File: src/adc_pkg.sv
package adc_pkg;

    // Raw and processed ADC samples are two's complement
    typedef logic signed [15:0] sample_t;

    // Unsigned Q4.12 gain where 4096 is unity
    typedef logic [15:0] gain_t;

    localparam int GAIN_FRAC_BITS = 12;

    localparam sample_t SAMPLE_MAX = 16'sh7fff;
    localparam sample_t SAMPLE_MIN = -16'sh8000;

    // Word offsets from the base address of the register block
    typedef enum logic [3:0] {
        FAST_HIGH   = 4'd0,
        FAST_LOW    = 4'd1,
        SLOW_HIGH   = 4'd2,
        SLOW_LOW    = 4'd3,
        OFFSET      = 4'd4,
        GAIN        = 4'd5,
        DECIM_SHIFT = 4'd6,
        CONTROL     = 4'd7,
        STATUS      = 4'd8,
        FAULT_MASK  = 4'd9
    } reg_addr_e;

    // fast_latch sits in bit 0
    typedef struct packed {
        logic gain_enable;
        logic slow_latch;
        logic fast_latch;
    } control_t;

    // fast_high sits in bit 0, the same layout as the STATUS register
    typedef struct packed {
        logic slow_low;
        logic slow_high;
        logic fast_low;
        logic fast_high;
    } trip_t;

endpackage
File: src/reg_bus_if.sv
`timescale 1ns/100ps

// Memory-mapped register bus, one outstanding read at a time
interface reg_bus_if;

    logic        valid;
    logic        ready;
    logic        write;
    logic [31:0] addr;
    logic [31:0] wdata;
    logic [31:0] rdata;
    logic        rvalid;

    modport master (
        output valid,
        output write,
        output addr,
        output wdata,
        input  ready,
        input  rdata,
        input  rvalid
    );

    modport slave (
        input  valid,
        input  write,
        input  addr,
        input  wdata,
        output ready,
        output rdata,
        output rvalid
    );

endinterface

File: src/sample_stream_if.sv
`timescale 1ns/100ps

// Sample stream with a valid/ready handshake
interface sample_stream_if;
    import adc_pkg::*;

    logic    valid;
    logic    ready;
    sample_t data;

    // The producer side holds valid and data stable while ready is low
    modport source (
        output valid,
        output data,
        input  ready
    );

    modport sink (
        input  valid,
        input  data,
        output ready
    );

endinterface

File: src/adc_processing.sv
`timescale 1ns/100ps

module adc_processing #(
    parameter logic [31:0] BASE_ADDRESS = 32'h43c00000,
    parameter int          MAX_SHIFT    = 4,
    parameter bit          AVERAGING    = 1'b1
) (
    input  logic             clock,
    input  logic             rst_n,
    input  logic             in_valid,
    input  adc_pkg::sample_t in_data,
    output logic             in_ready,
    output logic             out_valid,
    output adc_pkg::sample_t out_data,
    input  logic             out_ready,
    input  logic             bus_valid,
    input  logic             bus_write,
    input  logic [31:0]      bus_addr,
    input  logic [31:0]      bus_wdata,
    output logic             bus_ready,
    output logic [31:0]      bus_rdata,
    output logic             bus_rvalid,
    output logic             fault
);
    import adc_pkg::*;

    sample_stream_if raw ();
    sample_stream_if decimated ();
    sample_stream_if calibrated ();
    reg_bus_if       bus ();

    sample_t                          fast_high;
    sample_t                          fast_low;
    sample_t                          slow_high;
    sample_t                          slow_low;
    sample_t                          offset;
    gain_t                            gain;
    logic [$clog2(MAX_SHIFT + 1)-1:0] decim_shift;
    logic                             shift_written;
    control_t                         control;
    trip_t                            trip_clear;
    trip_t                            trips;
    logic                             fast_trip_high;
    logic                             fast_trip_low;
    logic                             slow_trip_high;
    logic                             slow_trip_low;

    assign raw.valid = in_valid;
    assign raw.data  = in_data;
    assign in_ready  = raw.ready;

    assign out_valid        = calibrated.valid;
    assign out_data         = calibrated.data;
    assign calibrated.ready = out_ready;

    assign bus.valid  = bus_valid;
    assign bus.write  = bus_write;
    assign bus.addr   = bus_addr;
    assign bus.wdata  = bus_wdata;
    assign bus_ready  = bus.ready;
    assign bus_rdata  = bus.rdata;
    assign bus_rvalid = bus.rvalid;

    assign trips = '{slow_low:  slow_trip_low,  slow_high: slow_trip_high,
                     fast_low:  fast_trip_low,  fast_high: fast_trip_high};

    adc_control_unit #(.BASE_ADDRESS(BASE_ADDRESS), .MAX_SHIFT(MAX_SHIFT)) control_unit (
        .clock(clock), .rst_n(rst_n), .bus(bus), .trips(trips),
        .fast_high(fast_high), .fast_low(fast_low),
        .slow_high(slow_high), .slow_low(slow_low),
        .offset(offset), .gain(gain),
        .decim_shift(decim_shift), .shift_written(shift_written),
        .control(control), .trip_clear(trip_clear), .fault(fault)
    );

    // The fast comparator watches every raw transfer
    threshold_comparator fast_cmp (
        .clock(clock), .rst_n(rst_n),
        .sample(raw.data), .sample_taken(raw.valid & raw.ready),
        .high_threshold(fast_high), .low_threshold(fast_low),
        .latching(control.fast_latch),
        .clear({trip_clear.fast_low, trip_clear.fast_high}),
        .trip_high(fast_trip_high), .trip_low(fast_trip_low)
    );

    sample_decimator #(.MAX_SHIFT(MAX_SHIFT), .AVERAGING(AVERAGING)) decimator (
        .clock(clock), .rst_n(rst_n), .in(raw), .out(decimated),
        .shift(decim_shift), .restart(shift_written)
    );

    // The slow comparator sees the decimated stream before calibration
    threshold_comparator slow_cmp (
        .clock(clock), .rst_n(rst_n),
        .sample(decimated.data), .sample_taken(decimated.valid & decimated.ready),
        .high_threshold(slow_high), .low_threshold(slow_low),
        .latching(control.slow_latch),
        .clear({trip_clear.slow_low, trip_clear.slow_high}),
        .trip_high(slow_trip_high), .trip_low(slow_trip_low)
    );

    sample_calibrator calibrator (
        .clock(clock), .rst_n(rst_n), .in(decimated), .out(calibrated),
        .offset(offset), .gain(gain), .gain_enable(control.gain_enable)
    );

endmodule

File: src/sample_calibrator.sv
`timescale 1ns/100ps

module sample_calibrator (
    input  logic             clock,
    input  logic             rst_n,
    sample_stream_if.sink    in,
    sample_stream_if.source  out,
    input  adc_pkg::sample_t offset,
    input  adc_pkg::gain_t   gain,
    input  logic             gain_enable
);
    import adc_pkg::*;

    logic               s1_valid;
    logic signed [16:0] s1_diff;
    logic               s2_valid;
    sample_t            s2_data;
    logic               advance;
    logic signed [33:0] product;
    logic signed [33:0] scaled;
    logic signed [33:0] stage2_value;

    function automatic sample_t saturate(input logic signed [33:0] value);
        if (value > $signed(SAMPLE_MAX)) begin
            return SAMPLE_MAX;
        end
        if (value < $signed(SAMPLE_MIN)) begin
            return SAMPLE_MIN;
        end
        return sample_t'(value);
    endfunction

    // Stage two is free when it is empty or its sample leaves this cycle
    assign advance  = ~s2_valid | out.ready;
    assign in.ready = advance | ~s1_valid;

    assign out.valid = s2_valid;
    assign out.data  = s2_data;

    // Gain is unsigned, so it gets a zero sign bit before the signed multiply
    assign product      = s1_diff * $signed({1'b0, gain});
    assign scaled       = product >>> GAIN_FRAC_BITS;
    assign stage2_value = gain_enable ? scaled : 34'(s1_diff);

    always_ff @(posedge clock or negedge rst_n) begin
        if (!rst_n) begin
            s1_valid <= 1'b0;
            s2_valid <= 1'b0;
        end else begin
            if (advance) begin
                s2_valid <= s1_valid;
            end
            if (in.ready) begin
                s1_valid <= in.valid;
            end
        end
    end

    always_ff @(posedge clock) begin
        // The difference of two 16-bit samples needs the extra bit
        if (in.valid && in.ready) begin
            s1_diff <= $signed({in.data[15], in.data}) - $signed({offset[15], offset});
        end
        if (advance && s1_valid) begin
            s2_data <= saturate(stage2_value);
        end
    end

endmodule

File: src/sample_decimator.sv
`timescale 1ns/100ps

module sample_decimator #(
    parameter int MAX_SHIFT = 4,
    parameter bit AVERAGING = 1'b1
) (
    input  logic                               clock,
    input  logic                               rst_n,
    sample_stream_if.sink                      in,
    sample_stream_if.source                    out,
    input  logic [$clog2(MAX_SHIFT + 1) - 1:0] shift,
    input  logic                               restart
);
    import adc_pkg::*;

    localparam int ACC_W = $bits(sample_t) + MAX_SHIFT;
    localparam int CNT_W = MAX_SHIFT + 1;

    logic                    active;
    logic                    out_valid_q;
    sample_t                 out_data_q;
    logic [CNT_W-1:0]        count;
    logic [CNT_W-1:0]        count_base;
    logic [CNT_W-1:0]        group_len;
    logic signed [ACC_W-1:0] acc;
    logic signed [ACC_W-1:0] acc_base;
    logic signed [ACC_W-1:0] sum_next;
    logic signed [ACC_W-1:0] sum_scaled;
    logic                    in_fire;
    logic                    group_done;

    // Input stays off until the cycle after reset is released
    assign in.ready  = active & (~out_valid_q | out.ready);
    assign out.valid = out_valid_q;
    assign out.data  = out_data_q;

    assign in_fire   = in.valid & in.ready;
    assign group_len = CNT_W'(1) << shift;

    // A pending restart makes the next accepted sample the first of a group
    assign count_base = restart ? '0 : count;
    assign acc_base   = restart ? '0 : acc;

    assign sum_next   = acc_base + ACC_W'(in.data);
    assign sum_scaled = sum_next >>> shift;
    assign group_done = (count_base + CNT_W'(1)) == group_len;

    always_ff @(posedge clock or negedge rst_n) begin
        if (!rst_n) begin
            active      <= 1'b0;
            out_valid_q <= 1'b0;
            count       <= '0;
            acc         <= '0;
        end else begin
            active <= 1'b1;
            if (out_valid_q && out.ready) begin
                out_valid_q <= 1'b0;
            end
            if (in_fire) begin
                if (group_done) begin
                    out_valid_q <= 1'b1;
                    count       <= '0;
                    acc         <= '0;
                end else begin
                    count <= count_base + CNT_W'(1);
                    acc   <= sum_next;
                end
            end else if (restart) begin
                count <= '0;
                acc   <= '0;
            end
        end
    end

    // Output holding register
    always_ff @(posedge clock) begin
        if (in_fire && group_done) begin
            out_data_q <= AVERAGING ? sample_t'(sum_scaled) : in.data;
        end
    end

endmodule

File: src/threshold_comparator.sv
`timescale 1ns/100ps

module threshold_comparator (
    input  logic             clock,
    input  logic             rst_n,
    input  adc_pkg::sample_t sample,
    input  logic             sample_taken,
    input  adc_pkg::sample_t high_threshold,
    input  adc_pkg::sample_t low_threshold,
    input  logic             latching,
    input  logic [1:0]       clear,
    output logic             trip_high,
    output logic             trip_low
);
    import adc_pkg::*;

    logic above;
    logic below;

    // Strict comparisons, a sample equal to a threshold does not trip
    assign above = sample > high_threshold;
    assign below = sample < low_threshold;

    // Bit 0 of clear belongs to the high trip and bit 1 to the low trip
    always_ff @(posedge clock or negedge rst_n) begin
        if (!rst_n) begin
            trip_high <= 1'b0;
            trip_low  <= 1'b0;
        end else if (latching) begin
            // A new crossing on the clearing edge keeps the flag set
            trip_high <= (trip_high & ~clear[0]) | (sample_taken & above);
            trip_low  <= (trip_low & ~clear[1]) | (sample_taken & below);
        end else if (sample_taken) begin
            trip_high <= above;
            trip_low  <= below;
        end else begin
            // Between transfers the flags still honour a clear
            if (clear[0]) begin
                trip_high <= 1'b0;
            end
            if (clear[1]) begin
                trip_low <= 1'b0;
            end
        end
    end

endmodule

File: src/adc_control_unit.sv
`timescale 1ns/100ps

module adc_control_unit #(
    parameter logic [31:0] BASE_ADDRESS = 32'h43c00000,
    parameter int          MAX_SHIFT    = 4
) (
    input  logic                                 clock,
    input  logic                                 rst_n,
    reg_bus_if.slave                             bus,
    input  adc_pkg::trip_t                       trips,
    output adc_pkg::sample_t                     fast_high,
    output adc_pkg::sample_t                     fast_low,
    output adc_pkg::sample_t                     slow_high,
    output adc_pkg::sample_t                     slow_low,
    output adc_pkg::sample_t                     offset,
    output adc_pkg::gain_t                       gain,
    output logic [$clog2(MAX_SHIFT + 1) - 1:0]   decim_shift,
    output logic                                 shift_written,
    output adc_pkg::control_t                    control,
    output adc_pkg::trip_t                       trip_clear,
    output logic                                 fault
);
    import adc_pkg::*;

    localparam int SHIFT_W = $clog2(MAX_SHIFT + 1);

    logic [31:0]        byte_offset;
    logic [29:0]        word_index;
    logic               in_range;
    reg_addr_e          reg_sel;
    logic               accept;
    logic               write_hit;
    logic [SHIFT_W-1:0] shift_clamped;
    logic [31:0]        read_value;
    logic [31:0]        rdata_q;
    logic               rvalid_q;
    trip_t              status;
    trip_t              status_next;
    trip_t              fault_mask;

    // Word index relative to the block base, anything below the base wraps out of range
    assign byte_offset = bus.addr - BASE_ADDRESS;
    assign word_index  = byte_offset[31:2];
    assign in_range    = word_index <= 30'(FAULT_MASK);
    assign reg_sel     = reg_addr_e'(word_index[3:0]);

    // A read blocks the bus for the cycle in which its data returns
    assign bus.ready  = ~rvalid_q;
    assign bus.rvalid = rvalid_q;
    assign bus.rdata  = rdata_q;

    assign accept    = bus.valid & bus.ready;
    assign write_hit = accept & bus.write & in_range;

    assign shift_clamped = (bus.wdata > 32'(MAX_SHIFT)) ? SHIFT_W'(MAX_SHIFT)
                                                        : bus.wdata[SHIFT_W-1:0];

    // Clear pulse reaches the comparators on the same edge that clears STATUS
    assign trip_clear = (write_hit && reg_sel == STATUS) ? trip_t'(bus.wdata[3:0])
                                                          : trip_t'(4'b0000);

    // Cleared bits win over a trip that is still high on the clearing edge
    assign status_next = (status | trips) & ~trip_clear;

    always_comb begin
        read_value = 32'h0;
        if (in_range) begin
            case (reg_sel)
                FAST_HIGH:   read_value = {16'h0, fast_high};
                FAST_LOW:    read_value = {16'h0, fast_low};
                SLOW_HIGH:   read_value = {16'h0, slow_high};
                SLOW_LOW:    read_value = {16'h0, slow_low};
                OFFSET:      read_value = {16'h0, offset};
                GAIN:        read_value = {16'h0, gain};
                DECIM_SHIFT: read_value = 32'(decim_shift);
                CONTROL:     read_value = 32'(control);
                STATUS:      read_value = 32'(status);
                FAULT_MASK:  read_value = 32'(fault_mask);
                default:     read_value = 32'h0;
            endcase
        end
    end

    always_ff @(posedge clock or negedge rst_n) begin
        if (!rst_n) begin
            fast_high     <= SAMPLE_MAX;
            fast_low      <= SAMPLE_MIN;
            slow_high     <= SAMPLE_MAX;
            slow_low      <= SAMPLE_MIN;
            offset        <= '0;
            gain          <= gain_t'(1 << GAIN_FRAC_BITS);
            decim_shift   <= '0;
            shift_written <= 1'b0;
            control       <= '0;
            fault_mask    <= '0;
            status        <= '0;
            fault         <= 1'b0;
            rvalid_q      <= 1'b0;
        end else begin
            rvalid_q      <= accept & ~bus.write;
            shift_written <= write_hit && reg_sel == DECIM_SHIFT;
            status        <= status_next;
            fault         <= |(status_next & fault_mask);
            if (write_hit) begin
                case (reg_sel)
                    FAST_HIGH:   fast_high   <= sample_t'(bus.wdata[15:0]);
                    FAST_LOW:    fast_low    <= sample_t'(bus.wdata[15:0]);
                    SLOW_HIGH:   slow_high   <= sample_t'(bus.wdata[15:0]);
                    SLOW_LOW:    slow_low    <= sample_t'(bus.wdata[15:0]);
                    OFFSET:      offset      <= sample_t'(bus.wdata[15:0]);
                    GAIN:        gain        <= gain_t'(bus.wdata[15:0]);
                    DECIM_SHIFT: decim_shift <= shift_clamped;
                    CONTROL:     control     <= control_t'(bus.wdata[2:0]);
                    FAULT_MASK:  fault_mask  <= trip_t'(bus.wdata[3:0]);
                    default:     ;
                endcase
            end
        end
    end

    // Read data is captured on the accepting edge
    always_ff @(posedge clock) begin
        if (accept && !bus.write) begin
            rdata_q <= read_value;
        end
    end

endmodule

File: config.mk
export PLATFORM = sky130hd
export DESIGN_NAME = adc_processing
export DESIGN_NICKNAME = d
export VERILOG_FILES = /design/src/adc_pkg.sv /design/src/reg_bus_if.sv /design/src/sample_stream_if.sv /design/src/adc_processing.sv /design/src/sample_calibrator.sv /design/src/sample_decimator.sv /design/src/threshold_comparator.sv /design/src/adc_control_unit.sv
export SDC_FILE = /design/constraint.sdc
export NUM_CORES = 1
export LEC_CHECK = 0
export ABC_AREA = 0
export BUFFER_PORTS_ARGS = -buffer_cell sky130_fd_sc_hd__buf_4
export CAP_MARGIN = 25
export CORE_ASPECT_RATIO = 1.1
export CORE_MARGIN = 2
export CORE_UTILIZATION = 25
export DETAILED_ROUTE_END_ITERATION = 10
export GPL_TIMING_DRIVEN = 0
export PLACE_DENSITY_LB_ADDON = 0.2
export SYNTH_ARGS = -nofsm -noshare
export SYNTH_HDL_FRONTEND = slang
export SYNTH_HIERARCHICAL = 1
export SYNTH_SLANG_ARGS = --single-unit
File: constraint.sdc
create_clock -name clock -period 13.9 [get_ports clock]
set_input_delay 0.695 -clock clock [delete_from_list [all_inputs] [get_ports clock]]
set_output_delay 0.695 -clock clock [all_outputs]
set_load 0.01 [all_outputs]
==> results.json <==
{
  "die-height_um": 329,
  "drv_cap": 0,
  "hp-class": "primary input to flip-flop",
  "crit_fanout": 10,
  "synth_flop_cell": "dfrtp_1",
  "grt_usage_pct": 15.4,
  "endpoint_kind": "flip-flop",
  "grt_max_degree": 103,
  "port-buffer-count": 114,
  "cts_tree": "built",
  "core-area_um2": 95300,
  "clk_latency_ns": 0.61,
  "drtIter0Drc": 919,
  "first_pass_iters": 5,
  "crit_arrival_ns": 8.91,
  "rsz0062_at_grt": "false",
  "fp.dieW_um": 299,
  "status": "finished clean",
  "synth-edff-count": 65,
  "fp-row-count": 119,
  "worst_hold_path.endpoint": "control_unit/bus.rvalid",
  "antenna_cells": 0,
  "max_freq_ghz": 0.116,
  "comb_power_share_pct": 32.3,
  "regMostFlops": "decimator/acc",
  "hp-start": "bus_write",
  "ir_worst_vdd_mv": 0.101,
  "place.gp.congestion": 0.834,
  "yosys.area.top_type": "fa_1",
  "ant_nets": 0,
  "area_delta_synth_final_pct": 14.8,
  "swShare_pct": 33.5,
  "rr_endpoint": "calibrator/out.data[8]",
  "syn-cell-area_um2": 24000,
  "nets": 3157,
  "layout.cells.most_common": "inv_1",
  "period_share_pct": 61.9,
  "die_area_um2": 98300,
  "netSwitchingPower_mw": 0.727,
  "multi_input_area_um2": 16100,
  "crit_type": "flip-flop to flip-flop",
  "synth_area_per_cell_um2": 9.80,
  "viasPerCell": 4.53,
  "whs_path_depth": 2,
  "setup_violations": 0,
  "largestRegisters": "decimator/acc x20, calibrator/s1_diff x17",
  "antenna_found_initial": 2,
  "relSlewSlack_pct": 34.4,
  "synth_area_leaders": "fa_1 23%, dfrtp_1 12%, ha_1 9.6%",
  "yosys_register_bits": 211,
  "dp_cells": 3848,
  "hold_viol": 0,
  "cts_sinks": 211,
  "skew_ns": 0.0485,
  "drive_above_1_share_pct": 14.9,
  "fin_crit_ns": 8.60,
  "instances_no_fill": 3901,
  "tightest_slew_ns": 0.984,
  "yosysUniqueCellTypes": 95,
  "p_leak_nw": 12.7,
  "final.fill_count": 10200,
  "drc": 0,
  "gr-total-overflow": 0,
  "dpl.hpwl_um": 61800,
  "wl_per_cell_um": 19.4,
  "initial_utilization_pct": 25.1,
  "clockBufferDepth": 3,
  "p_clk_share_pct": 34.5,
  "cts_root_buffer": "clkbuf_16",
  "grt_pass1_vias": 18700,
  "yosysSeqAreaShare_pct": 23.6,
  "final.setup.tns_ns": 0,
  "async_flop_share_pct": 69.2,
  "yosys.area.top_type_share_pct": 23.3,
  "cts_buffers": 28,
  "start_kind": "flip-flop",
  "drt-total-wl_um": 75700,
  "synth_cells": 2445,
  "critical_path_required_ns": 14.21,
  "timing.reg2reg.setup_slack_ns": 5.30,
  "cts.clk_slew.worst_paths_ns": 0.06,
  "r2r_start": "control_unit/gain[9]",
  "io_pins": 139,
  "intPower_mw": 1.44,
  "grt_pass1_wl_um": 116000,
  "final_cell_mix": "471 x inv_1, 279 x fa_1, 221 x nand2_1",
  "p_seq_share_pct": 33.2,
  "vias": 17700,
  "seqCellArea_um2": 5650,
  "largest_reg_flops": 20,
  "htree_levels": 1,
  "reg2reg_depth": 27,
  "power.density_nw_per_um2": 78.9,
  "drv_slew": 0,
  "synth_warnings": 6,
  "cts_resized": 0
}
[worst max-delay path, cell delays in order (launching register included)]
cell	delay, ns
dfrtp_1	0.41
clkbuf_1	0.55
clkbuf_1	0.66
nand2_1	0.17
fa_1	0.54
inv_1	0.05
fa_1	0.50
inv_1	0.05
fa_1	0.47
inv_1	0.06
fa_1	0.51
fa_1	0.54
inv_1	0.05
fa_1	0.53
inv_1	0.04
ha_1	0.38
nand4_1	0.12
a21oi_1	0.30
nand4b_1	0.20
a211oi_1	0.71
or2_1	0.20
buf_6	0.14
a21o_1	0.18
a311oi_2	0.12
nor4b_2	0.38
a211o_4	0.23
buf_6	0.16
a21oi_2	0.07
[timing repair]
| item | CTS | global route |
|---|---|---|
| setup endpoints to repair | 0 | 0 |
| hold buffers | 1 | 0 |
| endpoints found under the hold margin | 30 | 0 |
| setup buffers | 0 | 0 |
[power by group through the flow]
stage / combinational (mW) / clock [mW] / sequential [mW]
3_5_place_dp: 0.698 / 0 / 0.733
3_3_place_gp: 0.702 / 0 / 0.732
5_1_grt: 0.769 / 0.794 / 0.725
2_1_floorplan: 0.499 / 0 / 0.723
4_1_cts: 0.703 / 0.772 / 0.722
6_report: 0.701 / 0.748 / 0.721
[cell families (layout without fill, tap and decap cells)]
group	Yosys count	in the layout	synth area share, %
XOR/XNOR	55	55	2.01
multiplexers	143	143	7.22
flip-flops	211	211	23.6
AO/OA/AOI/OAI	355	355	10.4
AND/OR/NAND/NOR	636	636	14.2
other	2	17	0.0314
buffers and inverters	581	752	9.66
adder cells (fa/ha/maj)	462	462	32.9
[per-stage QoR]
step	setup WS [ns]	hold slack, ns	util, %	area, um2	power (mW)
CTS	5.18	0.293	28.9	27500	2.20
floorplan	6.86	0.399	-	24000	1.22
global route	4.91	0.311	28.9	27500	2.29
finish	5.30	0.328	28.9	27500	2.17
detailed placement	5.20	0.487	27.9	26500	1.43
global placement	5.23	0.474	27.8	26500	1.43
[synth_stat cells (all sizes together), types with 9 or more instances]
library cell	n
buf	37
ha	183
and2	137
edfxtp	65
nor3	32
a22oi	38
nand2b	19
inv	471
a21o	50
nand3	26
nor3b	12
nor2	63
a211oi	9
xnor2	36
clkbuf	72
dfstp	33
mux2i	15
fa	279
nand2	221
o21ai	58
and3	31
nor2b	32
a21oi	89
mux4	12
mux2	116
dfrtp	113
a31oi	30
xor2	19
nand4	13
nor4	15
[per-layer routing]
layer  vias to the layer above  routed length, um  global-route usage, %
li1                       8334                  -                      -
met4                         2               1540                   2.96
met3                        82               2390                   1.42
met1                      8977              33200                   19.9
met2                       291              38600                   28.1
met5                         -                 13                      0
[worst max path at each step]
stage / start / end / cells past startpoint
2_1_floorplan: calibrator/s1_diff[16] / calibrator/out.data[10] / 22
3_3_place_gp: control_unit/gain[9] / calibrator/out.data[6] / 27
3_5_place_dp: control_unit/gain[9] / calibrator/out.data[8] / 27
4_1_cts: control_unit/gain[9] / calibrator/out.data[8] / 27
5_1_grt: control_unit/gain[9] / calibrator/out.data[8] / 27
6_report: control_unit/gain[9] / calibrator/out.data[8] / 27
[final cells by class]
| class | instances | area share, % |
|---|---|---|
| Inverter | 472 | 6.44 |
| Clock inverter | 19 | 0.678 |
| Multi-Input combinational cell | 1668 | 58.4 |
| Clock buffer | 33 | 2.80 |
| Sequential cell | 211 | 20.5 |
| Buffer | 109 | 1.97 |
| Timing Repair Buffer | 119 | 3.38 |
| Tap cell | 1270 | 5.78 |
No activity file was read; power rests on OpenSTA's default activity.
